### src/hw/imem_bus_pkg.sv
/* Instruction memory bus types
   Word address, request tag, data word and loader address map */
package imem_bus_pkg;

    localparam int WADDR_W = 10;
    localparam int MTAG_W  = 10;
    localparam int MDATA_W = 32;

    // Word address into the instruction RAM
    typedef logic [WADDR_W-1:0] waddr_t;

    // Request tag, uuid in the upper bits and warp id in the lower bits
    typedef logic [MTAG_W-1:0] mtag_t;

    typedef logic [MDATA_W-1:0] mdata_t;

    // Byte address of the loader launch register
    localparam logic [31:0] LAUNCH_ADDR = 32'h0000_1000;

endpackage

### src/hw/imem_arbiter.sv
/* Instruction RAM arbiter
   Round-robin between fetch reads and loader writes, read responses go to fetch */
`timescale 1ns/10ps

module imem_arbiter import imem_bus_pkg::*; (
    input  logic   clk,
    input  logic   rst_n,
    input  logic   freq_valid,
    output logic   freq_ready,
    input  waddr_t freq_addr,
    input  mtag_t  freq_tag,
    output logic   frsp_valid,
    input  logic   frsp_ready,
    output mdata_t frsp_data,
    output mtag_t  frsp_tag,
    input  logic   lreq_valid,
    output logic   lreq_ready,
    input  waddr_t lreq_addr,
    input  mdata_t lreq_data,
    output logic   mreq_valid,
    input  logic   mreq_ready,
    output logic   mreq_write,
    output waddr_t mreq_addr,
    output mdata_t mreq_wdata,
    output mtag_t  mreq_tag,
    input  logic   mrsp_valid,
    output logic   mrsp_ready,
    input  mdata_t mrsp_data,
    input  mtag_t  mrsp_tag
);

    logic loader_first;
    logic grant_f;
    logic grant_l;

    // A contested cycle goes to whichever side holds priority
    assign grant_f = freq_valid && (!lreq_valid || !loader_first);
    assign grant_l = lreq_valid && (!freq_valid || loader_first);

    assign mreq_valid = freq_valid || lreq_valid;
    assign mreq_write = grant_l;
    assign mreq_addr  = grant_l ? lreq_addr : freq_addr;
    assign mreq_wdata = grant_l ? lreq_data : '0;
    assign mreq_tag   = grant_l ? '0 : freq_tag;

    assign freq_ready = grant_f && mreq_ready;
    assign lreq_ready = grant_l && mreq_ready;

    // Priority flips only when both sides wanted the RAM
    always_ff @(posedge clk) begin
        if (!rst_n) begin
            loader_first <= 1'b0;
        end else if (freq_valid && lreq_valid && mreq_ready) begin
            loader_first <= ~loader_first;
        end
    end

    // Only fetch reads produce responses
    assign frsp_valid = mrsp_valid;
    assign frsp_data  = mrsp_data;
    assign frsp_tag   = mrsp_tag;
    assign mrsp_ready = frsp_ready;

endmodule

### config.mk
export PLATFORM = sky130hd
export DESIGN_NAME = imem_arbiter
export DESIGN_NICKNAME = d
export VERILOG_FILES = /design/src/hw/imem_bus_pkg.sv /design/src/hw/imem_arbiter.sv
export SDC_FILE = /design/constraint.sdc
export NUM_CORES = 1
export LEC_CHECK = 0
export BUFFER_PORTS_ARGS = -buffer_cell sky130_fd_sc_hd__buf_2
export CAP_MARGIN = 15
export CORE_AREA = 2 2 82 84
export CTS_BUF_LIST = sky130_fd_sc_hd__clkbuf_4
export CTS_CLUSTER_DIAMETER = 60
export DETAILED_ROUTE_END_ITERATION = 16
export DIE_AREA = 0 0 84 86
export PLACE_DENSITY = 0.62
export SETUP_SLACK_MARGIN = 0.02
export SLEW_MARGIN = 40
export SYNTH_ARGS = -nofsm -noshare
export SYNTH_HDL_FRONTEND = slang
export SYNTH_SLANG_ARGS = --single-unit
### constraint.sdc
create_clock -name clk -period 4.4 [get_ports clk]
set_input_delay 0.88 -clock clk [delete_from_list [all_inputs] [get_ports clk]]
set_output_delay 0.88 -clock clk [all_outputs]
set_load 0.01 [all_outputs]
=== Yosys cells after proc, flatten, opt, wreduce, memory -nomap -nowiden ===
Index checks and enable logic that the tools add are counted.

* Input port bits: 111
* Register bits: 1
* Memory bits (read-only): 0
* Memories: 0
* Logic and storage cells: 17
* Bits in writable memories: 0
* Bits in latches: 0

* Multiply operators: 0
* Bitwise operators: 1
* Reduce and logical (&&, ||, !) cells: 12
* $add $sub $neg: 0
* Mux-type cells: 3
* Shift operators: 0
* Divide/modulo/power cells: 0
* Magnitude comparators: 0
* Equality and inequality tests: 0

{| class="wikitable"
|+ Operators with widths
! kind !! number
|-
| 32-bit two-way mux || 1
|-
| 10-bit two-way mux || 2
|-
| 1-bit logical AND || 6
|-
| 1-bit logical NOT || 3
|-
| 1-bit logical OR || 3
|-
| 1-bit inverter || 1
|}

=== Logic depth before layout (Yosys ltp) ===
Gate-level depths: netlist (run 1).

* Word-level depth: 4
* Gate-level depth with buffers: 4

=== Worst setup path after synthesis (run 1) ===
OpenSTA, ideal clock, no wires.

* Path kind: input-to-output
* Start: input port lreq_valid
* End: output port mreq_addr[3]
* Cell stages on the path: 3
* Required time: 3.520 ns
* Data arrival time: 1.652 ns
* Path slack: 1.868 ns
* Path through: a21boi_4 > buf_6 > mux2_2

* Word-level cells in the longest chain between the ends: 2

{| class="wikitable"
|+ RTL lines
! element !! line !! source
|-
| start: declaration || imem_arbiter.sv:16 || <nowiki>input logic lreq_valid,</nowiki>
|-
| 1-bit logical AND || imem_arbiter.sv:38 || <nowiki>assign grant_l = lreq_valid && (!freq_valid || loader_first);</nowiki>
|-
| 10-bit two-way mux || imem_arbiter.sv:42 || <nowiki>assign mreq_addr = grant_l ? lreq_addr : freq_addr;</nowiki>
|-
| end: declaration || imem_arbiter.sv:23 || <nowiki>output waddr_t mreq_addr,</nowiki>
|}

No other way between the ends.

=== Final worst setup path (run 1) ===
* Start: input port freq_valid
* End: output port mreq_addr[5]

* Word-level cells in the longest chain between the ends: 4

{| class="wikitable"
|+ RTL lines
! element !! line !! source
|-
| start: declaration || imem_arbiter.sv:8 || <nowiki>input logic freq_valid,</nowiki>
|-
| 1-bit logical NOT || imem_arbiter.sv:38 ||
|-
| 1-bit logical OR || imem_arbiter.sv:38 ||
|-
| 1-bit logical AND || imem_arbiter.sv:38 ||
|-
| 10-bit two-way mux || imem_arbiter.sv:42 ||
|}

No other way between the ends.

==> qor.yml, run 1 <==
path_clk_slew_ps: 0
cts_resized: 0
cp.arrival_ps: 2200
insertion_delay_ps: 0
async_reset_ff_frac: 0
drt_iter0_markers: 6
synthTopCellsByCount: "44 x buf_4, 34 x and2_1, 10 x mux2_2, 10 x nor2b_1"
yosysUniqueCellTypes: 15
drcViolationCount: 0
start_util: 0.131
critPathBufInv: 3
synthTopCellsByArea: "buf_4 40%, and2_1 26%, mux2_2 14%"
p_leak_nw: 0.723
fin_util: 0.189
vias_per_cell: 3.52
relSlewSlack: 0.653
rows: 29
avgRoutedWirePerCell_um: 10.9
synth_seq_cells: 1
r2r_slack_ps: 3700
grt_max_degree: 26
dieArea_um2: 7220
power.density_nw_per_um2: 102
finalMaxSlewViolations: 0
synthCells: 111
synth-seq-area-share: 0.0244
cts-hold-fix-buffers: 0
design.core.area_um2: 6280
cp.required_ps: 3520
period_share: 0.700
crit_fanout: 25
crit_slowest_cell: "a21boi_4"
grt_pass1_wl_um: 4050
port_buffers: 122
netlist_area_um2: 821
setup_tns_ps: 0
finalHoldViolCount: 0
postCtsSetupBuffers: 0
synth.most_common_cell: "buf_4"
syn2layout_area_growth_pct: 44.8
fmax_ghz: 0.325
grt.busiest_layer: "met2"
rsz0062_at_grt: "false"
drt_wl_total_um: 2860
setup_viol: 0
vdd_ir_drop_max_uv: 49.1
total_power_w: 0.000122
cp-end-kind: "output pin"
tightestPinTransition_ps: 519
grt_pass1_vias: 874
synth_top_area_share: 0.402
layout.nets: 299
ant_nets: 0
met2_usage: 0.132
clock-skew-final_ps: 0
worstSetupPathType: "in2out"
use_met3: 0.0192
place_congestion: 0.784
place_area_um2: 1190
status: "completed"
crit_path_cell_trace: "buf_2 -> a21boi_4 -> buf_8 -> mux2_2 -> buf_2"
die_w_um: 84
synth_edf_count: 0
syn-num-nets: 222
die_h_um: 86
cpMostUsedCell: "buf_2"
ios: 211
grt-ovfl-total: 0
worst_setup_path_start_kind: "primary input"
reg.largest.list: "loader_first x1"
grt_use_met1: 0.0687
crit_family: "buffers and inverters"
grtUsageTotal: 0.0670
vias: 927
synth.avg_cell_area_um2: 7.39
final_cell_area_um2: 1190
period_needed_ps: 3080
antenna_found_initial: 0
largest_reg_flops: 1
slowest_delay_ps: 450
regMostFlops: "loader_first"
dp.final_hpwl_um: 2610
yosys_warnings: 0
hp-class: "reg2reg"
max_cap_violations: 0
synth_top_cell_by_area: "buf_4"
drt_pre_antenna_iters: 3
holdWs_ps: 605
drive_gt1_frac: 0.731
synthFlopType: "dfxtp_1"
antennaDiodeCount: 0
per-stage QoR:
step                setup slack, ps  instances
floorplan                      1870        111
global placement               1200        262
detailed placement             1270        263
CTS                            1270        263
global route                   1200        263
finish                         1320        263
final timing paths:
check	start	endpoint	cells after the start
min	loader_first	loader_first	2
max reg2reg	loader_first	loader_first	2
max	freq_valid	mreq_addr[5]	5
min reg2reg	loader_first	loader_first	2
metal layers:
metal  wire [µm]  share of wire
met1         963           0.34
met2        1410           0.49
met3         432           0.15
met4          54          0.019
met5           0              0
worst register-to-register path, delay by kind of cell (launching register included):
family        cells  cell delay (ps)
simple gates      1              150
flops             1              310
xor+xnor          1              130
where the power goes:
part,internal (W),leakage [nW],switching [W]
sequential,0.00000983,0.00819,0.000000529
combinational,0.0000614,0.715,0.0000498
clock,0,0,0
logic make-up (layout without fill, tap and decap cells):
logic type | after synthesis | in the layout | synth area share
AOI/OAI and AO/OA | 2 | 2 | 0.0290
DFF | 1 | 1 | 0.0244
muxes | 10 | 10 | 0.137
xor gates and xnor gates | 1 | 1 | 0.0107
and+or+nand+nor | 47 | 47 | 0.354
buffers and inverters | 50 | 125 | 0.445
layout make-up:
cell class              instances  area (µm²)
inverters                       1        3.75
multi-input cells              60         435
flip-flops and latches          1        20.0
fillers                       719        5090
repair buffers                124         633
well taps                      77        96.3
cells in the final DEF, fill, tap and decap left out, drive strengths merged:
cell	n
buf	124
and2	34
nor2b	10
mux2	10
inv	1
a21boi	1
nand2	1
a21oi	1
or2	1
nand3	1
xnor2	1
dfxtp	1
Power figures use the tool's default switching activity.
==> run 2: changes to the inputs <==
Settings changed: CORE_AREA 2 2 82 84 to 2 2 81 83, DIE_AREA 0 0 84 86 to 0 0 83 85, PLACE_DENSITY 0.62 to 0.63.
Clock period 4.4 ns to 2.9 ns, I/O delays scaled along.
==> qor.yml, run 2 (synthesized netlist as in run 1, its figures left out) <==
status: "completed"
place_congestion: 0.691  # -12%
pwr-share-comb: 0.914  # about the same
clkPwrFrac: 0  # unchanged
largest_reg_flops: 1  # unchanged
tightestPinTransition_ps: 204  # -315 ps
period_share: 0.759
drt_wl_total_um: 2710  # -5.4%
ios: 211  # unchanged
rsz0062_at_grt: "false"
layout.nets: 298  # -0.33%
die_w_um: 83  # -1.2%
worst_setup_path_start_kind: "primary input"
crit_fanout: 54  # +120%
crit_slowest_cell: "mux2_2"
drt_pre_antenna_iters: 2  # -1
grt_pass1_wl_um: 3880  # -4.3%
antenna_found_initial: 0  # unchanged
final_cell_area_um2: 1190  # -0.21%
place_area_um2: 1190  # -0.21%
regMostFlops: "loader_first"
period_needed_ps: 2200
drcViolationCount: 0  # unchanged
cts-hold-fix-buffers: 0  # unchanged
rows: 29  # unchanged
drive_gt1_frac: 0.730  # -0.00145
vias: 926  # -0.11%
hp-class: "reg2reg"
swShare: 0.405  # -0.00876
crit_path_cell_trace: "buf_2 -> a21boi_4 -> buf_12 -> mux2_2 -> buf_2"
cp.required_ps: 2320  # -1200 ps
reg.largest.list: "loader_first x1"
slowest_delay_ps: 360  # -90 ps
postCtsSetupBuffers: 0  # unchanged
cpMostUsedCell: "buf_2"
critPathBufInv: 3  # unchanged
vdd_ir_drop_max_uv: 73.6  # +50%
cts_resized: 0  # unchanged
power_frac_seq: 0.086  # about the same
relSlewSlack: 0.864  # +0.211
internal-power_w: 0.000108  # +51%
crit_family: "buffers and inverters"
insertion_delay_ps: 0  # unchanged
ant_nets: 0  # unchanged
mostFrequentLayoutCells: "122 x buf_2, 34 x and2_1, 10 x nor2b_1, 10 x mux2_2"
power.density_nw_per_um2: 153  # +50%
design.core.area_um2: 6200  # -1.2%
finalMaxSlewViolations: 0  # unchanged
finalHoldViolCount: 0  # unchanged
die_h_um: 85  # -1.2%
dieArea_um2: 7060  # -2.3%
grt_max_degree: 55  # +110%
grtUsageTotal: 0.0636  # -0.00337
syn2layout_area_growth_pct: 44.5
cp.arrival_ps: 1620  # -580 ps
drt_iter0_markers: 6  # unchanged
mostFrequentLayoutCell: "buf_2"
grt_pass1_vias: 826  # -5.5%
max_cap_violations: 0  # unchanged
antennaDiodeCount: 0  # unchanged
path_clk_slew_ps: 0  # unchanged
clock-skew-final_ps: 0  # unchanged
setup_viol: 0  # unchanged
avgRoutedWirePerCell_um: 10.3  # -5.0%
cp-end-kind: "output pin"
start_util: 0.132  # +0.00153
port_buffers: 122  # unchanged
worstSetupPathType: "in2out"
setup_tns_ps: 0  # unchanged
p_leak_nw: 0.720  # -0.50%
vias_per_cell: 3.53  # +0.27%
grt-ovfl-total: 0  # unchanged
dp.final_hpwl_um: 2360  # -9.7%
p_sw_w: 0.0000735  # +46%
fmax_ghz: 0.454
==> run 2: cell types whose count changed in the layout (fill, tap and decap cells not counted) <==
| cell | delta |
|---|---|
| buf_4 | -1 |
| buf_8 | -1 |
| buf_12 | +1 |
==> run 2: layout make-up <==
type	instances	area, µm²
Sequential cell	1	20.0
Tap cell	77	96.3
Fill cell	717	5020
Multi-Input combinational cell	60	435
Timing Repair Buffer	123	631
Inverter	1	3.75
==> run 2: power groups by stage <==
stage | Sequential [W] | Combinational [W] | Clock (W)
final | 0.0000157 | 0.000166 | 0
after floorplan | 0.0000155 | 0.000142 | 0
after global routing | 0.0000159 | 0.000181 | 0
after global placement | 0.0000157 | 0.000166 | 0
after CTS | 0.0000157 | 0.000169 | 0
after detailed placement | 0.0000157 | 0.000168 | 0
==> run 2: through the flow <==
step | worst slack [ps] | cells | hold slack [ps] | power (W) | utilization
final | 698 | 262 | 614 | 0.000181 | 0.191
after CTS | 696 | 262 | 624 | 0.000185 | 0.191
after floorplan | 968 | 111 | 567 | 0.000158 | -
after global routing | 619 | 262 | 661 | 0.000197 | 0.191
after detailed placement | 695 | 262 | 616 | 0.000184 | 0.191
after global placement | 719 | 262 | 603 | 0.000182 | 0.191
==> run 2: path summary, 6_finish.rpt <==
check          startpoint      endpoint  slack (ps)  depth (start not counted)
max            freq_valid  mreq_addr[5]         700                          5
min          loader_first  loader_first         610                          2
max reg2reg  loader_first  loader_first        2200                          2
min reg2reg  loader_first  loader_first         610                          2
==> run 2: metal layers <==
metal	track usage	part of all wire
met4	0.0209	0.027
met5	0	0
met3	0.0185	0.15
met1	0.0607	0.31
met2	0.129	0.52
==> run 2: worst reg2reg max path, stage by stage (launching register included) <==
cell and delay (ps):
dfxtp_1 310, xnor2_1 130, and2_1 150
