--- config.mk ---
export PLATFORM = sky130hd
export DESIGN_NAME = fetch_unit
export DESIGN_NICKNAME = d
export VERILOG_FILES = /design/src/hw/fetch_types_pkg.sv /design/src/hw/imem_bus_pkg.sv /design/src/hw/fetch_unit.sv
export SDC_FILE = /design/constraint.sdc
export NUM_CORES = 1
export LEC_CHECK = 0
export ABC_CLOCK_PERIOD_IN_PS = 3530
export BUFFER_PORTS_ARGS = -buffer_cell sky130_fd_sc_hd__buf_4
export CELL_PAD_IN_SITES_DETAIL_PLACEMENT = 1
export CELL_PAD_IN_SITES_GLOBAL_PLACEMENT = 2
export CORE_ASPECT_RATIO = 1.1
export CORE_MARGIN = 3
export CORE_UTILIZATION = 41
export DETAILED_ROUTE_END_ITERATION = 6
export PLACE_DENSITY_LB_ADDON = 0.1
export RECOVER_POWER = 50
export SYNTH_ARGS = -nofsm -noshare
export SYNTH_HDL_FRONTEND = slang
export SYNTH_SLANG_ARGS = --single-unit
--- constraint.sdc ---
create_clock -name clk -period 3.53 [get_ports clk]
set_input_delay 0.8825 -clock clk [delete_from_list [all_inputs] [get_ports clk]]
set_output_delay 0.8825 -clock clk [all_outputs]
set_load 0.01 [all_outputs]
--- src/hw/fetch_types_pkg.sv ---
/* Fetch front end core-side types
   Warp id, program counter, thread mask, issue serial number and instruction word */
package fetch_types_pkg;

    // Widths of the core-side fields
    localparam int WID_W   = 2;
    localparam int PC_W    = 16;
    localparam int TMASK_W = 4;
    localparam int UUID_W  = 8;
    localparam int INSTR_W = 32;

    // Warp id, sized for four warps
    typedef logic [WID_W-1:0] wid_t;

    // Byte program counter
    typedef logic [PC_W-1:0] pc_t;

    // One bit per thread of a warp
    typedef logic [TMASK_W-1:0] tmask_t;

    // Issue serial number, wraps around
    typedef logic [UUID_W-1:0] uuid_t;

    typedef logic [INSTR_W-1:0] instr_t;

endpackage

--- src/hw/imem_bus_pkg.sv ---
/* Instruction memory bus types
   Word address, request tag, data word and loader address map */
package imem_bus_pkg;

    localparam int WADDR_W = 10;
    localparam int MTAG_W  = 10;
    localparam int MDATA_W = 32;

    // Word address into the instruction RAM
    typedef logic [WADDR_W-1:0] waddr_t;

    // Request tag, uuid in the upper bits and warp id in the lower bits
    typedef logic [MTAG_W-1:0] mtag_t;

    typedef logic [MDATA_W-1:0] mdata_t;

    // Byte address of the loader launch register
    localparam logic [31:0] LAUNCH_ADDR = 32'h0000_1000;

endpackage

--- src/hw/fetch_unit.sv ---
/* Instruction fetch unit
   Turns scheduled warps into tagged memory reads and responses into fetch records */
`timescale 1ns/10ps

module fetch_unit import fetch_types_pkg::*, imem_bus_pkg::*; #(
    parameter int NUM_WARPS = 4,
    parameter int IBUF_SIZE = 2
) (
    input  logic                 clk,
    input  logic                 rst_n,
    input  logic                 sched_valid,
    output logic                 sched_ready,
    input  wid_t                 sched_wid,
    input  pc_t                  sched_pc,
    input  tmask_t               sched_tmask,
    input  uuid_t                sched_uuid,
    output logic                 freq_valid,
    input  logic                 freq_ready,
    output waddr_t               freq_addr,
    output mtag_t                freq_tag,
    input  logic                 frsp_valid,
    output logic                 frsp_ready,
    input  mdata_t               frsp_data,
    input  mtag_t                frsp_tag,
    input  logic [NUM_WARPS-1:0] ibuf_pop,
    output logic                 fetch_valid,
    input  logic                 fetch_ready,
    output wid_t                 fetch_wid,
    output pc_t                  fetch_pc,
    output tmask_t               fetch_tmask,
    output instr_t               fetch_instr,
    output uuid_t                fetch_uuid
);

    localparam int SLOT_W = (IBUF_SIZE > 1) ? $clog2(IBUF_SIZE) : 1;
    localparam int CNT_W  = $clog2(IBUF_SIZE + 1);

    logic                 sched_fire;
    logic                 freq_fire;
    logic                 fetch_fire;
    wid_t                 rsp_wid;
    uuid_t                rsp_uuid;
    logic [NUM_WARPS-1:0] sched_hit;
    logic [NUM_WARPS-1:0] rsp_hit;
    logic [NUM_WARPS-1:0] pend_full;
    logic [CNT_W-1:0]     pend_cnt [NUM_WARPS];

    // Tag store, one slot per outstanding request of each warp
    pc_t                  tag_pc    [NUM_WARPS][IBUF_SIZE];
    tmask_t               tag_tmask [NUM_WARPS][IBUF_SIZE];
    logic [SLOT_W-1:0]    wr_slot   [NUM_WARPS];
    logic [SLOT_W-1:0]    rd_slot   [NUM_WARPS];

    // Two-entry request buffer
    waddr_t               rbuf_addr [2];
    mtag_t                rbuf_tag  [2];
    logic                 rbuf_wr;
    logic                 rbuf_rd;
    logic [1:0]           rbuf_cnt;

    function automatic logic [SLOT_W-1:0] slot_next(input logic [SLOT_W-1:0] s);
        return (int'(s) == IBUF_SIZE - 1) ? '0 : s + 1'b1;
    endfunction

    assign sched_fire = sched_valid && sched_ready;
    assign freq_fire  = freq_valid && freq_ready;
    assign fetch_fire = fetch_valid && fetch_ready;

    assign {rsp_uuid, rsp_wid} = frsp_tag;

    always_comb begin
        for (int w = 0; w < NUM_WARPS; w++) begin
            sched_hit[w] = sched_fire && (sched_wid == wid_t'(w));
            rsp_hit[w]   = fetch_fire && (rsp_wid == wid_t'(w));
            pend_full[w] = (pend_cnt[w] == CNT_W'(IBUF_SIZE));
        end
    end

    // Hold back a warp whose instruction buffer slots are all claimed
    assign sched_ready = (rbuf_cnt != 2'd2) && !pend_full[sched_wid];

    // Pending counts and tag store slot pointers
    always_ff @(posedge clk) begin
        for (int w = 0; w < NUM_WARPS; w++) begin
            if (!rst_n) begin
                pend_cnt[w] <= '0;
                wr_slot[w]  <= '0;
                rd_slot[w]  <= '0;
            end else begin
                if (sched_hit[w] && !ibuf_pop[w]) begin
                    pend_cnt[w] <= pend_cnt[w] + 1'b1;
                end else if (!sched_hit[w] && ibuf_pop[w]) begin
                    pend_cnt[w] <= pend_cnt[w] - 1'b1;
                end
                if (sched_hit[w]) begin
                    wr_slot[w] <= slot_next(wr_slot[w]);
                end
                if (rsp_hit[w]) begin
                    rd_slot[w] <= slot_next(rd_slot[w]);
                end
            end
        end
    end

    always_ff @(posedge clk) begin
        if (sched_fire) begin
            tag_pc[sched_wid][wr_slot[sched_wid]]    <= sched_pc;
            tag_tmask[sched_wid][wr_slot[sched_wid]] <= sched_tmask;
            rbuf_addr[rbuf_wr] <= waddr_t'(sched_pc >> 2);
            rbuf_tag[rbuf_wr]  <= mtag_t'({sched_uuid, sched_wid});
        end
    end

    always_ff @(posedge clk) begin
        if (!rst_n) begin
            rbuf_wr  <= 1'b0;
            rbuf_rd  <= 1'b0;
            rbuf_cnt <= '0;
        end else begin
            if (sched_fire) begin
                rbuf_wr <= ~rbuf_wr;
            end
            if (freq_fire) begin
                rbuf_rd <= ~rbuf_rd;
            end
            rbuf_cnt <= rbuf_cnt + {1'b0, sched_fire} - {1'b0, freq_fire};
        end
    end

    // Memory request straight from the buffer registers
    assign freq_valid = (rbuf_cnt != 2'd0);
    assign freq_addr  = rbuf_addr[rbuf_rd];
    assign freq_tag   = rbuf_tag[rbuf_rd];

    // Fetch record rebuilt from the response tag
    assign fetch_valid = frsp_valid;
    assign frsp_ready  = fetch_ready;
    assign fetch_wid   = rsp_wid;
    assign fetch_uuid  = rsp_uuid;
    assign fetch_pc    = tag_pc[rsp_wid][rd_slot[rsp_wid]];
    assign fetch_tmask = tag_tmask[rsp_wid][rd_slot[rsp_wid]];
    assign fetch_instr = instr_t'(frsp_data);

endmodule

## Word level (Yosys, flattened, before mapping)

Memories as Yosys holds them, arrays and structs flattened. A register that Yosys moved wholly into a read port is not among the register bits.
Cells that the tools add are included.

| word-level totals | value |
|---|---|
| register bits | 4 |
| memory bits (writable) | 216 |
| word-level logic and storage cells | 193 |
| memories kept | 7 |

| cells by class | value |
|---|---|
| $add $sub $neg | 18 |
| order comparisons | 4 |
| equality and inequality tests | 11 |
| mux-type cells | 97 |
| bitwise operators | 20 |
| reductions and logical operators | 33 |

Memories:

| memory | depth | width | read ports | clocked after Yosys merged registers in | wr ports | line | RTL |
|---|---|---|---|---|---|---|---|
| tag_pc | 4 | 32 | 1 | 0 | 1 | fetch_unit.sv:49 | `pc_t tag_pc [NUM_WARPS][IBUF_SIZE];` |
| tag_tmask | 4 | 8 | 1 | 0 | 1 | fetch_unit.sv:50 | `tmask_t tag_tmask [NUM_WARPS][IBUF_SIZE];` |
| rbuf_addr | 2 | 10 | 1 | 1 | 1 | fetch_unit.sv:55 | `waddr_t rbuf_addr [2];` |
| rbuf_tag | 2 | 10 | 1 | 1 | 1 | fetch_unit.sv:56 | `mtag_t rbuf_tag [2];` |
| pend_cnt | 4 | 2 | 4 | 0 | 4 | fetch_unit.sv:46 | `logic [CNT_W-1:0] pend_cnt [NUM_WARPS];` |
| rd_slot | 4 | 1 | 5 | 0 | 4 | fetch_unit.sv:52 | `logic [SLOT_W-1:0] rd_slot [NUM_WARPS];` |
| 1 more memories | - | - | - | - | - | - |  |

Operators with widths:

| kind | number |
|---|---|
| $mux 1 | 76 |
| $mux 16 | 4 |
| $mux 32 | 1 |
| $logic_and 1x1->1 | 21 |
| $demux 16 s1 | 1 |
| $eq 2x2->1 const B | 8 |
| $mux 2 | 8 |
| $mux 4 | 4 |
| $or 1x1->1 | 16 |
| $logic_not 1->1 | 9 |
| $add 1x1->1 const B | 8 |
| $add 2x1->2 const B | 4 |
| $mux 8 | 1 |
| $sub 2x1->2 const B | 4 |
| $demux 4 s1 | 1 |
| $eq 2x1->1 const B | 2 |
| $ge 2x2->1 const B | 2 |
| $logic_not 2->1 | 2 |
| $not 1->2 | 2 |
| $lt 2x3->1 const B | 1 |
| $add 2x1->2 | 1 |
| $bmux 1 s2 | 1 |
| $lt 2x1->1 const B | 1 |
| $ne 2x2->1 const B | 1 |
| 3 further kinds | 4 |

## Longest topological paths before layout

| depth | value |
|---|---|
| depth after elaboration | 14 |
| mapped depth | 8 |
| mapped depth without buffers | 8 |

## Least setup slack after synthesis

No wires, ideal clock.

| path | value |
|---|---|
| kind | in2reg |
| start point | input port sched_wid[1] |
| end point | memory tag_pc[0][16] (netlist name), enable pin |
| arrival time | 2.566 ns |
| slack | 0.568 ns |
| cell stages on the path | 3 |
| path buffers | 1 |
| cell sequence | buf_2 mux4_1 nor2_1 |

| on the way | value |
|---|---|
| cells in the longest elaborated chain, start to end | 7 |

Ends and longest elaborated chain:

| what | line | RTL |
|---|---|---|
| start: declaration | fetch_unit.sv:13 | `input wid_t sched_wid,` |
| $mem_v2 4x1 or $bmux 1 s2 (tied branches) | - |  |
| $not 1->2 (implied by the code) or $mux 1 (tied branches) | fetch_unit.sv:107, fetch_unit.sv:80 |  |
| $ge 2x2->1 (implied by the code) (tied with other cells) | fetch_unit.sv:107 | `tag_pc[sched_wid][wr_slot[sched_wid]] <= sched_pc;` |
| $logic_and 1x1->1, on equally long branches | fetch_unit.sv:107, fetch_unit.sv:80 |  |
| $mux 16 (implied by the code) or $logic_and 1x1->1 (tied branches) | fetch_unit.sv:107, fetch_unit.sv:65 |  |
| $demux 16 s1 or $mux 1 (tied branches) | fetch_unit.sv:107, fetch_unit.sv:106 |  |
| $mux 32 (implied by the code) | fetch_unit.sv:107 |  |
| end: declaration | fetch_unit.sv:49 |  |

Parallel ways exist; a longest one is shown, timed or not. The select of a mux whose other input is x is not followed.

## Final worst setup path

| path | value |
|---|---|
| start point | input port frsp_tag[0] |
| end point | output port fetch_pc[11] |

| on the way | value |
|---|---|
| cells in the longest elaborated chain, start to end | 5 |

Ends and longest elaborated chain:

| what | line | RTL |
|---|---|---|
| start: declaration | fetch_unit.sv:24 | `input mtag_t frsp_tag,` |
| $mem_v2 4x1 | - |  |
| $not 1->2 (implied by the code) | fetch_unit.sv:140 | `assign fetch_pc = tag_pc[rsp_wid][rd_slot[rsp_wid]];` |
| $mux 16 (implied by the code) (*) (3 in series) | fetch_unit.sv:140 |  |
| end: declaration | fetch_unit.sv:29 | `output pc_t fetch_pc,` |

Every way passes the cells marked *; elsewhere a longest branch is shown, timed or not. The select of a mux whose other input is x is not followed.

==> run metrics <==
period utilization=90.82%; Num CTS Buffers=23; synthesis warning total=0; Area growth syn-to-layout=15.00%; Fmax=311.9 MHz; RSZ-0062 raised after global routing=false; maximum vdd drop=0.3150 mV; first-pass GRT wire length=27,380 um; final wirelength=17,450 um; ANT nets after route=0; Longest Clk Path Bufs=3; NumNets Final=620; Hold Violations, Final=0; Worst EP arrival=2.32 ns; post-synth cell types=34; DR vias=4,298; crit path kind=in2out; mapped cell area=0.009025 mm^2; # port buffers=87; max-slew violation count=0; IO Pins=168; Mapped Avg Cell Area=19.24 um^2; Post-Layout Cell Count=837; crit-path cells=buf_4 > buf_12 > mux4_2 > mux2_2 > buf_4; Mapped Nets=556; Crit path required time=2.65 ns; Die ar.=0.02383 mm^2; Post-Synthesis Cells=469; WHS Endpoint=rbuf_wr$_SDFFE_PN0N_; clk slew on worst S/H paths=0.06 ns; Die X-Extent=147.5 um; hold path depth=2; DRC viols=0; Worst setup EP type=output port; sequential area share after synthesis=72.76%; Setup-failing EPs final=0; Core Area=0.02151 mm^2; WL met1=7340 um; Yosys top cell by area=edfxtp_1; antenna violations before repair=0; CTS HTree Levels=1; vias in the first global route=4,778; Clock Latency Late Sink=0.51 ns; fraction of layout cells with a size suffix above 1=36.01%; DR top layer=met4; r2r setup slk=1.37 ns; top area cells in the synthesized netlist=edfxtp_1, mux4_2, mux2_2, buf_4, dfxtp_1; worst-case reg-to-reg path depth=6; Routed wire per std cell=20.85 um; TritonCTS clock tree=done; Leak=0.003468 uW; number of buffers added to fix hold violations after cts=0; skew final=0.02030 ns; Crit. Startpoint=frsp_tag[0]; status=complete, no violations; Total GRT Usage=14.71%; Post CTS Setup Buffer Count=0; # Max-Cap Violations=0; Die Ht=161.6 um; # diodes=0; WL met2=8960 um; Sink Count=221; Setup TNS Final=0 ns; Initial DRT Pass Iterations=4; Final GP Congestion=0.6991; crit path time final=3.206 ns; HPWL Detailed=10,820 um; largest net degree at the start of global routing=42; Worst Tran Pin Value=0.9957 ns; reg2reg start=pend_cnt[3][0]$_DFFE_PP_; Starting Density=41.96%; Via density=5.135; crit path max fanout=18; hold path startpoint=rbuf_wr$_SDFFE_PN0N_; crit start category=input pin; hold crit path type=reg2reg; slowest CP cell=mux4_2; slew margin rel.=33.62%; CP peak stage delay=0.52 ns; r2r endpoint=rbuf_tag[0][2]$_DFFE_PP_; GR Overflow Total=0; most frequent cell on the critical path=buf_4; Yosys top cell area share=71.20%; initial DRC count=220; DR WL met3=921 um; clk root buf=clkbuf_16; cell family with most CP delay=multiplexers; Resize count post-CTS=0; #FFs+latches synth=221; CP Buf/Inv Count=3; PD cells=594.5 mW/mm^2; row count=56; placed insts=798
[Yosys cell counts]
cell type,n
edfxtp_1,214
buf_4,49
mux2_2,41
mux4_2,41
inv_1,12
nand2_1,10
nor2_1,10
nand3_1,8
nor3_1,8
a21oi_1,7
dfxtp_1,7
o21ai_0,6
or3_1,6
ha_1,5
xor2_1,5
buf_1,4
buf_2,4
clkbuf_1,4
nor2b_1,4
xnor2_1,4
and2_1,3
mux4_1,2
nand2b_1,2
nand4_1,2
nor4_1,2
and2b_2,1
and3_1,1
buf_6,1
mux2i_1,1
nand3b_1,1
nand4bb_1,1
nor3b_1,1
nor4b_1,1
or2_2,1
[worst register-to-register path: stages (launching register included)]
cell	delay, ns
edfxtp_1	0.35
inv_1	0.05
ha_1	0.23
mux4_2	0.53
or3_1	0.36
inv_1	0.07
buf_4	0.27
[registers in the layout, indices dropped and copies added, names as in the netlist, named ones only]
register and count:
tag_tmask 32, wr_slot 4, rd_slot 4, rbuf_addr 20, rbuf_cnt 2, rbuf_tag 20
rbuf_rd 1, pend_cnt 8, tag_pc 128, rbuf_wr 1
[kinds of logic (layout without fill, tap and decap cells)]
kind of cell	count (synthesis)	in the layout	synth area share [%]
simple gates	62	62	3.660
mux	85	85	16.04
flops	221	221	72.76
compound gates	13	13	0.7209
xor+xnor	9	9	0.8734
buf+inv	74	152	5.254
fa+ha+maj	5	5	0.6932
[worst max path at each step]
stage	cells after the start	endpoint
finish	5	fetch_pc[11]
global route	5	fetch_pc[11]
CTS	5	fetch_pc[11]
detailed placement	5	fetch_pc[11]
global placement	5	fetch_pc[11]
floorplan	3	tag_pc[0][16]$_DFFE_PP_
[through the flow]
step	setup slack (ns)	hold slack, ns	cell area, um^2	util [%]	power [uW]
3_5_place_dp	0.2758	0.4925	9791	45.52	4077
6_report	0.3242	0.4986	10380	48.25	6170
3_3_place_gp	0.2865	0.4716	9791	45.52	4053
5_1_grt	0.2336	0.5379	10380	48.25	6459
2_1_floorplan	0.5677	0.4552	9025	-	3708
4_1_cts	0.2811	0.5007	10470	48.69	6291
[cells in the final DEF, fill, tap and decap left out, types with 2 or more instances in the layout]
cell,instances
nor2b_2,3
mux4_1,2
xnor2_1,4
nand4_1,2
clkbuf_1,29
nand2_1,10
clkbuf_4,6
or3_1,6
buf_4,66
nor4_1,2
mux4_2,41
clkinv_1,7
ha_1,5
nand3_1,8
xor2_1,5
nor2_1,5
o21ai_0,5
nand2b_1,2
and2_1,2
inv_1,12
a21oi_1,7
buf_12,4
clkbuf_16,23
clkinv_2,3
mux2_2,41
nor3_1,8
nor2_2,5
edfxtp_1,214
dfxtp_1,7
[power breakdown]
group / leakage [uW] / total [uW] / switching, uW / internal (uW)
logic: 0.00111 / 852 / 427 / 425
registers: 0.00203 / 3130 / 62.3 / 3070
clock network: 0.000335 / 2190 / 922 / 1270
[layout make-up]
type                       instances  area (um^2)
fill                            2034        11130
sequential                       221         6566
multi-input combinational        174         2008
timing repair buffer             101        714.4
clock buffer                      27        590.6
tap                              290        362.8
clock inverter                    12        91.34
inverter                          12        45.04
[layer usage]
metal	GRT usage [%]	vias up
li1	-	1932
met1	18.39	2240
met5	0	-
met3	3.900	21
met4	2.924	0
met2	26.05	105
(Power assumes the default switching activity.)
