<file path="config.mk">
export PLATFORM = sky130hd
export DESIGN_NAME = axil_loader
export DESIGN_NICKNAME = d
export VERILOG_FILES = /design/src/hw/fetch_types_pkg.sv /design/src/hw/imem_bus_pkg.sv /design/src/hw/axil_loader.sv
export SDC_FILE = /design/constraint.sdc
export NUM_CORES = 1
export LEC_CHECK = 0
export ABC_CLOCK_PERIOD_IN_PS = 5150
export BUFFER_PORTS_ARGS = -buffer_cell sky130_fd_sc_hd__buf_2
export CORE_MARGIN = 5
export CORE_UTILIZATION = 35
export DETAILED_ROUTE_END_ITERATION = 8
export MAX_ROUTING_LAYER = met4
export PLACE_DENSITY = 0.92
export SETUP_SLACK_MARGIN = 0.02
export SLEW_MARGIN = 10
export SYNTH_ARGS = -nofsm -noshare
export SYNTH_HDL_FRONTEND = slang
export SYNTH_SLANG_ARGS = --single-unit
</file>
<file path="constraint.sdc">
create_clock -name clk -period 5.15 [get_ports clk]
set_clock_uncertainty 0.2 [all_clocks]
set_input_delay 0.515 -clock clk [delete_from_list [all_inputs] [get_ports clk]]
set_output_delay 0.515 -clock clk [all_outputs]
set_load 0.02 [all_outputs]
</file>
<file path="src/hw/fetch_types_pkg.sv">
/* Fetch front end core-side types
   Warp id, program counter, thread mask, issue serial number and instruction word */
package fetch_types_pkg;

    // Widths of the core-side fields
    localparam int WID_W   = 2;
    localparam int PC_W    = 16;
    localparam int TMASK_W = 4;
    localparam int UUID_W  = 8;
    localparam int INSTR_W = 32;

    // Warp id, sized for four warps
    typedef logic [WID_W-1:0] wid_t;

    // Byte program counter
    typedef logic [PC_W-1:0] pc_t;

    // One bit per thread of a warp
    typedef logic [TMASK_W-1:0] tmask_t;

    // Issue serial number, wraps around
    typedef logic [UUID_W-1:0] uuid_t;

    typedef logic [INSTR_W-1:0] instr_t;

endpackage

</file>
<file path="src/hw/imem_bus_pkg.sv">
/* Instruction memory bus types
   Word address, request tag, data word and loader address map */
package imem_bus_pkg;

    localparam int WADDR_W = 10;
    localparam int MTAG_W  = 10;
    localparam int MDATA_W = 32;

    // Word address into the instruction RAM
    typedef logic [WADDR_W-1:0] waddr_t;

    // Request tag, uuid in the upper bits and warp id in the lower bits
    typedef logic [MTAG_W-1:0] mtag_t;

    typedef logic [MDATA_W-1:0] mdata_t;

    // Byte address of the loader launch register
    localparam logic [31:0] LAUNCH_ADDR = 32'h0000_1000;

endpackage

</file>
<file path="src/hw/axil_loader.sv">
/* AXI4-Lite program loader
   Writes program words into the instruction RAM and starts warps on a launch write */
`timescale 1ns/10ps

module axil_loader import fetch_types_pkg::*, imem_bus_pkg::*; #(
    parameter int IMEM_DEPTH = 1024
) (
    input  logic        clk,
    input  logic        rst_n,
    input  logic        awvalid,
    output logic        awready,
    input  logic [31:0] awaddr,
    input  logic        wvalid,
    output logic        wready,
    input  logic [31:0] wdata,
    input  logic [3:0]  wstrb,
    output logic        bvalid,
    input  logic        bready,
    output logic [1:0]  bresp,
    input  logic        arvalid,
    output logic        arready,
    input  logic [31:0] araddr,
    output logic        rvalid,
    input  logic        rready,
    output logic [31:0] rdata,
    output logic [1:0]  rresp,
    output logic        lreq_valid,
    input  logic        lreq_ready,
    output waddr_t      lreq_addr,
    output mdata_t      lreq_data,
    output logic        launch,
    output pc_t         launch_pc,
    output tmask_t      launch_tmask
);

    localparam logic [1:0] RESP_OKAY   = 2'b00;
    localparam logic [1:0] RESP_SLVERR = 2'b10;

    typedef enum logic [1:0] {
        LD_IDLE,
        LD_ISSUE,
        LD_RESP
    } ld_state_t;

    ld_state_t state;
    logic      aw_fire;
    logic      lreq_fire;
    logic      is_ram;
    logic      is_launch;
    logic      op_launch;
    logic      op_err;
    waddr_t    addr_q;
    mdata_t    data_q;

    // Address map: RAM words from zero, then the launch register
    assign is_launch = (awaddr == LAUNCH_ADDR);
    assign is_ram    = (awaddr < 32'(IMEM_DEPTH * 4));

    // AW and W are taken together; wstrb is not looked at
    assign aw_fire   = (state == LD_IDLE) && awvalid && wvalid;
    assign awready   = aw_fire;
    assign wready    = aw_fire;
    assign lreq_fire = lreq_valid && lreq_ready;

    always_ff @(posedge clk) begin
        if (!rst_n) begin
            state <= LD_IDLE;
        end else begin
            case (state)
                LD_IDLE: begin
                    if (aw_fire) begin
                        state <= (is_ram || is_launch) ? LD_ISSUE : LD_RESP;
                    end
                end
                LD_ISSUE: begin
                    if (launch || lreq_fire) begin
                        state <= LD_RESP;
                    end
                end
                LD_RESP: begin
                    if (bready) begin
                        state <= LD_IDLE;
                    end
                end
                default: state <= LD_IDLE;
            endcase
        end
    end

    always_ff @(posedge clk) begin
        if (aw_fire) begin
            addr_q    <= waddr_t'(awaddr >> 2);
            data_q    <= wdata;
            op_launch <= is_launch;
            op_err    <= !(is_ram || is_launch);
        end
    end

    assign lreq_valid = (state == LD_ISSUE) && !op_launch;
    assign lreq_addr  = addr_q;
    assign lreq_data  = data_q;

    // Launch word: PC in the low half, thread mask just above it
    assign launch       = (state == LD_ISSUE) && op_launch;
    assign launch_pc    = data_q[$bits(pc_t)-1:0];
    assign launch_tmask = data_q[16 +: $bits(tmask_t)];

    assign bvalid = (state == LD_RESP);
    assign bresp  = op_err ? RESP_SLVERR : RESP_OKAY;

    // Read channel, every read is refused
    assign arready = !rvalid;
    assign rdata   = '0;
    assign rresp   = RESP_SLVERR;

    always_ff @(posedge clk) begin
        if (!rst_n) begin
            rvalid <= 1'b0;
        end else if (arvalid && arready) begin
            rvalid <= 1'b1;
        end else if (rready) begin
            rvalid <= 1'b0;
        end
    end

endmodule

</file>
Word-level counts from Yosys, hierarchy flattened
Cells that the tools add are included.
Widths: inputs -> output; s select.
{"block": "totals", "rom_bits": 0, "wordCells": 35, "ff_bits": 47, "ramBits": 0, "latchBits": 0, "mem_count": 0, "input_bits": 108}
{"block": "classes", "muxes": 8, "shift": 0, "n_mul": 0, "bitwise_logic": 0, "n_addsub": 0, "magnitude_cmp": 1, "reduce_logical": 14, "n_div": 0, "eq_ne": 6}
{"op": "$eq 32x13->1 const B", "n": 1}
{"op": "$lt 32x13->1 const B", "n": 1}
{"op": "$mux 2", "n": 5}
{"op": "$logic_and 1x1->1", "n": 6}
{"op": "$pmux 2 s3", "n": 1}
{"op": "$ne 2x2->1 const B", "n": 2}
{"op": "$logic_not 1->1", "n": 3}
{"op": "$reduce_and 3->1", "n": 1}
{"op": "$eq 2x1->1 const B", "n": 1}
{"op": "$eq 2x2->1 const B", "n": 1}
{"op": "$logic_not 2->1", "n": 1}
{"op": "$logic_or 1x1->1", "n": 2}
{"op": "$mux 1", "n": 2}
{"op": "$ne 2x1->1 const B", "n": 1}
{"op": "$reduce_bool 2->1", "n": 1}

Depth between registers and ports, before layout
Gate-level depths: netlist of run 1.
{"block": "logic_depth", "depth_word": 6, "mapped_depth": 4}

Worst setup path after synthesis of run 1
No wires, ideal clock.
{"block": "synth_path", "path_type": "input port to output port", "start": "input wvalid", "end": "output wready", "arrival_ns": 4.586, "path_stages": 3, "setup_slack_ns": -0.151, "cell_sequence": "nand2_1 -> nor3_1 -> buf_4"}
{"block": "synth_between", "elab_chain_len": 1}
{"element": "from (decl)", "line_no": "axil_loader.sv:13", "rtl": "input logic wvalid,"}
{"element": "$logic_and 1x1->1", "line_no": "axil_loader.sv:60", "rtl": "assign aw_fire = (state == LD_IDLE) && awvalid && wvalid;"}
{"element": "to (decl)", "line_no": "axil_loader.sv:14", "rtl": "output logic wready,"}
No other way between the ends.

Worst setup path in the final report of run 1
{"block": "layout_path", "start": "register state[0]", "end": "output wready"}
{"block": "layout_between", "elab_chain_len": 3}
{"element": "from (decl)", "line_no": "axil_loader.sv:45", "rtl": "ld_state_t state;"}
{"element": "from (signal assigned)", "line_no": "axil_loader.sv:72", "rtl": "state <= (is_ram || is_launch) ? LD_ISSUE : LD_RESP;"}
{"element": "$logic_not 2->1", "line_no": "axil_loader.sv:60"}
{"element": "$logic_and 1x1->1 (2 in series)", "line_no": "axil_loader.sv:60"}
No other way between the ends.

==> results of run 1 <==
## per-layer routing
metal  part of all wire  up-vias
li1                   -      662
met1               0.32      615
met2               0.55       91
met3               0.11        8
met4              0.018        0
met5                  0        -
## state kept, by name (all words and copies together), names as in the netlist
| register | cells |
|---|---|
| state | 2 |
| op_launch | 1 |
| rvalid | 1 |
| op_err | 1 |
| lreq_addr | 10 |
| lreq_data | 32 |
## synth_stat cells, drive strengths merged
cell    instances
buf            57
edfxtp         44
nor2            7
nand2           4
or4             4
dfxtp           3
conb            2
inv             2
nand2b          2
nor2b           2
nor3            2
nor4            2
a211o           1
a21oi           1
a31oi           1
and3            1
and4            1
nand3           1
o211a           1
o22ai           1
o31a            1
o41ai           1
or3             1
## worst min path at each step
| stage | depth (start not counted) | from | to |
|---|---|---|---|
| 3_3_place_gp | 2 | rvalid | rvalid |
| 5_1_grt | 1 | wdata[4] | lreq_data[4] |
| 3_5_place_dp | 2 | rvalid | rvalid |
| 2_1_floorplan | 3 | op_launch | state[0] |
| 4_1_cts | 1 | wdata[28] | lreq_data[28] |
| 6_report | 1 | wdata[4] | lreq_data[4] |
## power groups by stage
stage               clock, µW  sequential, µW  combinational, µW
finish                    209             442                120
floorplan                   0             472               76.0
global route              237             444                129
global placement            0             450                119
detailed placement          0             451                121
CTS                       220             442                121
## layout make-up
type / instances / share of cell area
clock buffer: 5 / 0.0261
sequential: 47 / 0.524
multi-input combinational: 69 / 0.134
clock inverter: 2 / 0.00522
tap: 72 / 0.0342
inverter: 2 / 0.00285
timing repair buffer: 143 / 0.274
## per-stage QoR
step	worst slack, ps	total power [µW]	instances
2_1_floorplan	1490	548	175
3_3_place_gp	2860	569	333
3_5_place_dp	2860	572	333
4_1_cts	2930	784	340
5_1_grt	2850	810	340
6_report	2960	772	340
## cell families (layout without fill, tap and decap cells)
| family | count (synthesis) | in the layout | synth area share |
|---|---|---|---|
| compound gates | 7 | 7 | 0.0301 |
| buf+inv | 59 | 152 | 0.214 |
| flops | 47 | 47 | 0.679 |
| other cells | 2 | 35 | 0.00369 |
| simple gates | 27 | 27 | 0.0732 |
==> reports/results.tsv, run 1 <==
metric	value	unit
DR WL/cell	13.5	µm
TNS Setup	0	ps
FF+latch area	1380	µm²
met1 GRT Util	0.121	
post-route antenna net violation count	0	
Global Route Usage Sum	0.117	
Resized cells post-CTS	0	
GP Congestion	0.762	
Clk Latency, worst-skew pair	290	ps
Hold Crit Class	in -> reg	
GR Layer Usage met2	0.217	
gr busiest metal	met2	
worst path bufs/invs	2	
Layout fillers	532	
Largest stage delay, worst path	370	ps
Mapped Cells	142	
max-cap violation count	0	
Stages on worst setup path	3	
starting density of the core	0.365	
Die Ht	86.2	µm
crit-path max FO	31	
commonest non-fill, non-tap cell in the layout	buf_2	
Power Density	293	nW/µm²
Synth-to-Final Area Change	29.5	%
Net Switching	203	µW
crit path launch	state[0]	
CP arrival	1470	ps
Tmin final	2190	ps
Sw Share	0.263	
residual DRC count	0	
FF-to-FF Start	state[0]	
Final nets	376	
met3 GRT Util	0.0257	
Worst Setup EP	wready	
number of vias per cell	4.05	
CP top delay family	buffers and inverters	
row cnt	27	
Setup Viol. Count Final	0	
cts-stage hold buffer count	0	
crit-path cells	nor3_4, buf_4, buf_2	
Overflow after GRT	0	
clk slew on worst S/H paths	90	ps
share of layout cells above drive strength 1	0.571	
initial antenna violation count	0	
register area share after synthesis	0.679	
post-CTS setup buffer count	0	
final WL	4.60	mm
Tcrit/Tclk final	0.425	
leakage power	0.00124	µW
H-tree level count	2	
Comb power frac	0.156	
multi-input logic area	353	µm²
Power Internal	569	µW
Yosys top cell area share	0.649	
r2r worst-path depth	2	
count of pins over their slew limit	0	
critical path type	reg -> out	
Post-Layout Inst Area	2640	µm²
Peak VDD IR	0.000143	V
Worst setup EP type	primary output	
synth top area cells	edfxtp_1 65%, buf_4 21%, dfxtp_1 3.0%	
register share of total power	0.573	
n_diodes	0	
commonest cells after routing, fill and taps aside	141 x buf_2, 44 x edfxtp_1, 35 x conb_1, 7 x nor2_1, 5 x clkbuf_8	
CTS sink count	47	
die area	7440	µm²
flop-to-flop setup slack	3680	ps
Area after DPL	2550	µm²
syn avg cell area	14.3	µm²
Final Util	0.473	
largest net degree at the start of global routing	32	
router iterations before antenna repair	4	
total core area	5570	µm²
Max Root-Sink Buffers	2	
Clock Power Share	0.271	
I/O Buffers	141	
Syn. warnings	0	
hold slack	190	ps
unrepaired setup endpoints after global routing	false	
highest clock rate	0.457	GHz
outcome	finished clean	
CTS buffer count	5	
TritonCTS clock tree	yes	
Root Buffer	clkbuf_8	
Yosys reg bits	47	
Die Width	86.2	µm
r2r endpoint	lreq_data[3]	
first-pass GRT wire length	6.57	mm
Detailed Place HPWL	3.94	mm
Req. time, crit path	4430	ps
Final Hold Vio Count	0	
I/O pin total	213	
DR iter-0 viols	23	
number of global-route vias before repair	1355	
count of cell types in the netlist	24	
Via Count	1376	
area leader, netlist	edfxtp_1	
post-synthesis instance area	2030	µm²
Slowest-stage cell, CP	dfxtp_1	
Setup crit start kind	flop	
Note: power is estimated with default switching activity, not from simulation.
==> inputs of run 2 (changes only) <==
- ABC_CLOCK_PERIOD_IN_PS: 5150 -> 2200
- clock period: 5.15 -> 2.2 ns (I/O delays scaled with it)
==> reports/results.tsv, run 2 (synthesis results as in run 1) <==
metric	value	unit
CTS buffer count	5	
count of pins over their slew limit	0	
Die Ht	86.2	µm
Worst setup EP type	flop	
commonest cells after routing, fill and taps aside	141 x buf_2, 45 x dlygate4sd3_1, 44 x edfxtp_1, 35 x conb_1, 7 x nor2_1	
outcome	finished clean	
Setup Viol. Count Final	0	
Root Buffer	clkbuf_8	
number of flip-flops under the largest register name	32	
Tmin final	2100	ps
flop-to-flop setup slack	770	ps
starting density of the core	0.365	
Tcrit/Tclk final	0.955	
FF-to-FF Start	op_launch	
Synth-to-Final Area Change	52.6	%
Clk Latency, worst-skew pair	290	ps
Setup crit start kind	primary input	
Post-Layout Inst Area	3100	µm²
clk slew on worst S/H paths	80	ps
commonest non-fill, non-tap cell in the layout	buf_2	
first-pass GRT wire length	7.91	mm
r2r worst-path depth	4	
crit path launch	awaddr[8]	
Non-Filler Instances	386	
I/O Buffers	141	
GP Congestion	0.773	
Hold Crit Class	in -> reg	
Worst Min Path Start	lreq_ready	
share of layout cells above drive strength 1	0.495	
number of global-route vias before repair	1617	
I/O pin total	213	
Req. time, crit path	2190	ps
CTS sink count	47	
Die Width	86.2	µm
Global Route Usage Sum	0.143	
CP arrival	2090	ps
highest clock rate	0.476	GHz
total core area	5570	µm²
Power Density	607	nW/µm²
Placed Cells	333	
number of vias per cell	4.12	
post-CTS setup buffer count	0	
Detailed Place HPWL	4.07	mm
die area	7440	µm²
crit-path cells	dlygate4sd3_1, buf_2, or3_1, o41ai_4, a31oi_1, o31a_1	
DR iter-0 viols	47	
Peak VDD IR	0.000335	V
post-route antenna net violation count	0	
Slowest-stage cell, CP	dlygate4sd3_1	
Max Root-Sink Buffers	2	
initial antenna violation count	0	
Largest stage delay, worst path	550	ps
Final nets	421	
Overflow after GRT	0	
router iterations before antenna repair	4	
unrepaired setup endpoints after global routing	false	
Via Count	1591	
Area after DPL	2550	µm²
TritonCTS clock tree	yes	
max-cap violation count	0	
row cnt	27	
DR WL/cell	14.3	µm
leakage power	0.00144	µW
critical path type	in -> reg	
H-tree level count	2	
residual DRC count	0	
Worst Setup EP	state[1]	
r2r endpoint	state[1]	
crit-path max FO	2	
largest net degree at the start of global routing	28	
final WL	5.52	mm
Final Hold Vio Count	0	
[run 2: routing by layer]
layer,share of wire,track usage
met1,0.33,0.139
met2,0.56,0.280
met3,0.098,0.0285
met4,0.0096,0.0482
met5,0,-
[run 2: worst min path at each step]
| stage | endpoint | slack, ps | depth (start not counted) |
|---|---|---|---|
| after floorplan | lreq_addr[0] | 120 | 0 |
| after global placement | lreq_data[20] | 200 | 1 |
| after detailed placement | lreq_data[25] | 200 | 1 |
| after CTS | state[0] | 50 | 4 |
| after global routing | state[0] | 60 | 4 |
| final | state[0] | 60 | 4 |
[run 2: cell type report]
type	count	area, µm²
Multi-Input combinational cell	69	368
Tap cell	72	90.1
Clock inverter	2	13.8
Antenna cell	1	2.50
Timing Repair Buffer	188	1170
Inverter	2	7.51
Clock buffer	5	68.8
Sequential cell	47	1380
Fill cell	466	2470
[run 2: worst max-delay path: cells and delay by family]
family                 cells  cell delay, ps
and+or+nand+nor            1             420
AOI/OAI and AO/OA          3             760
buffers and inverters      2             680
[run 2: per-stage QoR]
step | setup slack, ps | power, µW | setup TNS, ps | hold WS (ps) | utilization
5_1_grt | 40.9 | 1970 | 0 | 58.8 | 0.556
3_3_place_gp | 210 | 1330 | 0 | 197 | 0.458
4_1_cts | 36.0 | 1890 | 0 | 53.3 | 0.554
3_5_place_dp | 216 | 1340 | 0 | 198 | 0.458
2_1_floorplan | -161 | 1280 | -1440 | 119 | -
6_report | 99.4 | 1880 | 0 | 61.3 | 0.557
[run 2: report_power, final]
part / leakage (µW) / switching [µW] / internal, µW
registers: 0.000435 / 13.9 / 1020
clock network: 0.0000440 / 278 / 218
logic: 0.000965 / 207 / 146
[run 2: repair_timing]
item / in CTS / in global routing
endpoints found under the setup margin: 0 / 3
resized for setup: 0 / 2
hold buffers: 45 / 0
hold endpoints to repair: 44 / 0
==> inputs of run 3 (changes only) <==
- ABC_AREA: unset -> 1
- CELL_PAD_IN_SITES_DETAIL_PLACEMENT: unset -> 0
- CELL_PAD_IN_SITES_GLOBAL_PLACEMENT: unset -> 1
- CORE_UTILIZATION: 35 -> 24
- PLACE_DENSITY: 0.92 -> 0.91
==> reports/results.tsv, run 3 <==
metric	value	unit
outcome	finished clean	
largest net degree at the start of global routing	46	
Yosys reg bits	47	
Setup Viol. Count Final	0	
Yosys top cell area share	0.615	
leakage power	0.00156	µW
Post-synth ARST share	0	
starting density of the core	0.246	
max-cap violation count	0	
pre-CTS WS	600	ps
Worst setup EP type	primary output	
Tmin final	1810	ps
Tcrit/Tclk final	0.822	
DR WL/cell	12.2	µm
Max Root-Sink Buffers	2	
Die Width	105	µm
Synth-to-Final Area Change	53.3	%
Final nets	464	
Final Hold Vio Count	0	
row cnt	34	
Placed Cells	411	
n_diodes	0	
critical path type	reg -> out	
H-tree level count	2	
DR iter-0 viols	76	
Largest stage delay, worst path	360	ps
commonest non-fill, non-tap cell in the layout	buf_2	
Clk Latency, worst-skew pair	280	ps
Hold Crit Class	in -> reg	
Via Count	1691	
CP arrival	1390	ps
share of layout cells above drive strength 1	0.458	
syn avg cell area	11.6	µm²
commonest cells after routing, fill and taps aside	141 x buf_2, 45 x dlygate4sd3_1, 44 x edfxtp_1, 35 x conb_1, 22 x inv_1	
final WL	5.67	mm
clk slew on worst S/H paths	80	ps
worst setup margin	391	ps
die area	10900	µm²
Die Ht	105	µm
TritonCTS clock tree	yes	
crit-path cells	nor3_4, buf_12, buf_2	
total core area	8720	µm²
Overflow after GRT	0	
unrepaired setup endpoints after global routing	false	
area leader, netlist	edfxtp_1	
residual DRC count	0	
CP top delay family	buffers and inverters	
worst path bufs/invs	2	
initial antenna violation count	0	
count of cell types in the netlist	17	
number of flip-flops under the largest register name	32	
crit-path max FO	45	
hold slack	17.7	ps
router iterations before antenna repair	4	
register area share after synthesis	0.643	
highest clock rate	0.553	GHz
Non-Filler Instances	464	
Layout fillers	828	
Power Density	617	nW/µm²
number of global-route vias before repair	1676	
Syn. warnings	0	
synth top area cells	edfxtp_1 62%, buf_4 20%, inv_1 3.8%	
CTS sink count	47	
top_reg_cell synth	edfxtp_1	
number of synthesized flops with an enable pin	44	
number of vias per cell	3.64	
Root Buffer	clkbuf_8	
first-pass GRT wire length	8.73	mm
Setup crit start kind	flop	
count of pins over their slew limit	0	
Global Route Usage Sum	0.101	
multi-input logic area	397	µm²
I/O pin total	213	
CTS buffer count	5	
Slowest-stage cell, CP	dfxtp_2	
most frequent cells after synthesis	57 x buf_4, 44 x edfxtp_1, 22 x inv_1, 22 x nand2_1, 19 x nor2_1	
post-route antenna net violation count	0	
I/O Buffers	141	
GP Congestion	0.688	
Detailed Place HPWL	4.13	mm
post-synthesis instance area	2150	µm²
Req. time, crit path	1780	ps
most frequent cell after synthesis	buf_4	
FF+latch area	1380	µm²
Peak VDD IR	0.000296	V
Mapped Cells	185	
## run 3: kinds of logic (layout without fill, tap and decap cells)
logic type	count (synthesis)	count (layout)	share of synthesized area
simple gates	51	51	0.103
flops	47	47	0.643
other cells	2	35	0.00350
compound gates	4	4	0.00932
buf+inv	81	219	0.241
## run 3: worst reg2reg max path, cell delays in order (launching register included)
cell and delay (ps):
dfxtp_2 360, nor3_4 230, buf_12 260
## run 3: final cells by class
| cell class | instances | area share |
|---|---|---|
| well taps | 108 | 0.0411 |
| clock buffers | 6 | 0.0221 |
| flip-flops and latches | 47 | 0.420 |
| repair buffers | 188 | 0.360 |
| clock inverters | 1 | 0.00913 |
| multi-input cells | 90 | 0.121 |
| inverters | 24 | 0.0274 |
## run 3: routing by layer
metal / vias up / GRT usage / wire (µm)
met5: - / - / 0
met4: 0 / 0.0228 / 49
met3: 5 / 0.0345 / 702
met2: 120 / 0.182 / 2860
met1: 734 / 0.108 / 2060
li1: 832 / - / -
## run 3: path summary, 6_finish.rpt
| path | startpoint | to | slack, ps | cells past startpoint |
|---|---|---|---|---|
| worst max-delay path | state[0] | wready | 390 | 3 |
| worst min-delay path | lreq_ready | state[0] | 20 | 4 |
| worst max register to register | state[0] | lreq_data[22] | 800 | 2 |
| worst min register to register | state[0] | state[1] | 420 | 3 |
## run 3: where the power goes
part / total (µW) / leakage [µW] / switching [µW] / internal, µW
sequential: 1050 / 0.000433 / 18.0 / 1030
clock: 596 / 0.0000513 / 263 / 333
combinational: 389 / 0.00108 / 231 / 157
## run 3: metrics by stage
step / setup TNS (ps) / instance area, µm² / utilization / total power (µW)
5_1_grt: 0 / 3290 / 0.377 / 2140
4_1_cts: 0 / 3280 / 0.376 / 2070
6_report: 0 / 3290 / 0.377 / 2030
2_1_floorplan: -747 / 2280 / - / 1320
3_5_place_dp: 0 / 2720 / 0.311 / 1390
3_3_place_gp: 0 / 2720 / 0.311 / 1380
## run 3: repair_timing
action	4_1_cts	5_1_grt
setup endpoints to repair	0	1
resized for setup	0	5
hold endpoints to repair	45	0
hold buffers	46	0
buffers inserted	0	1
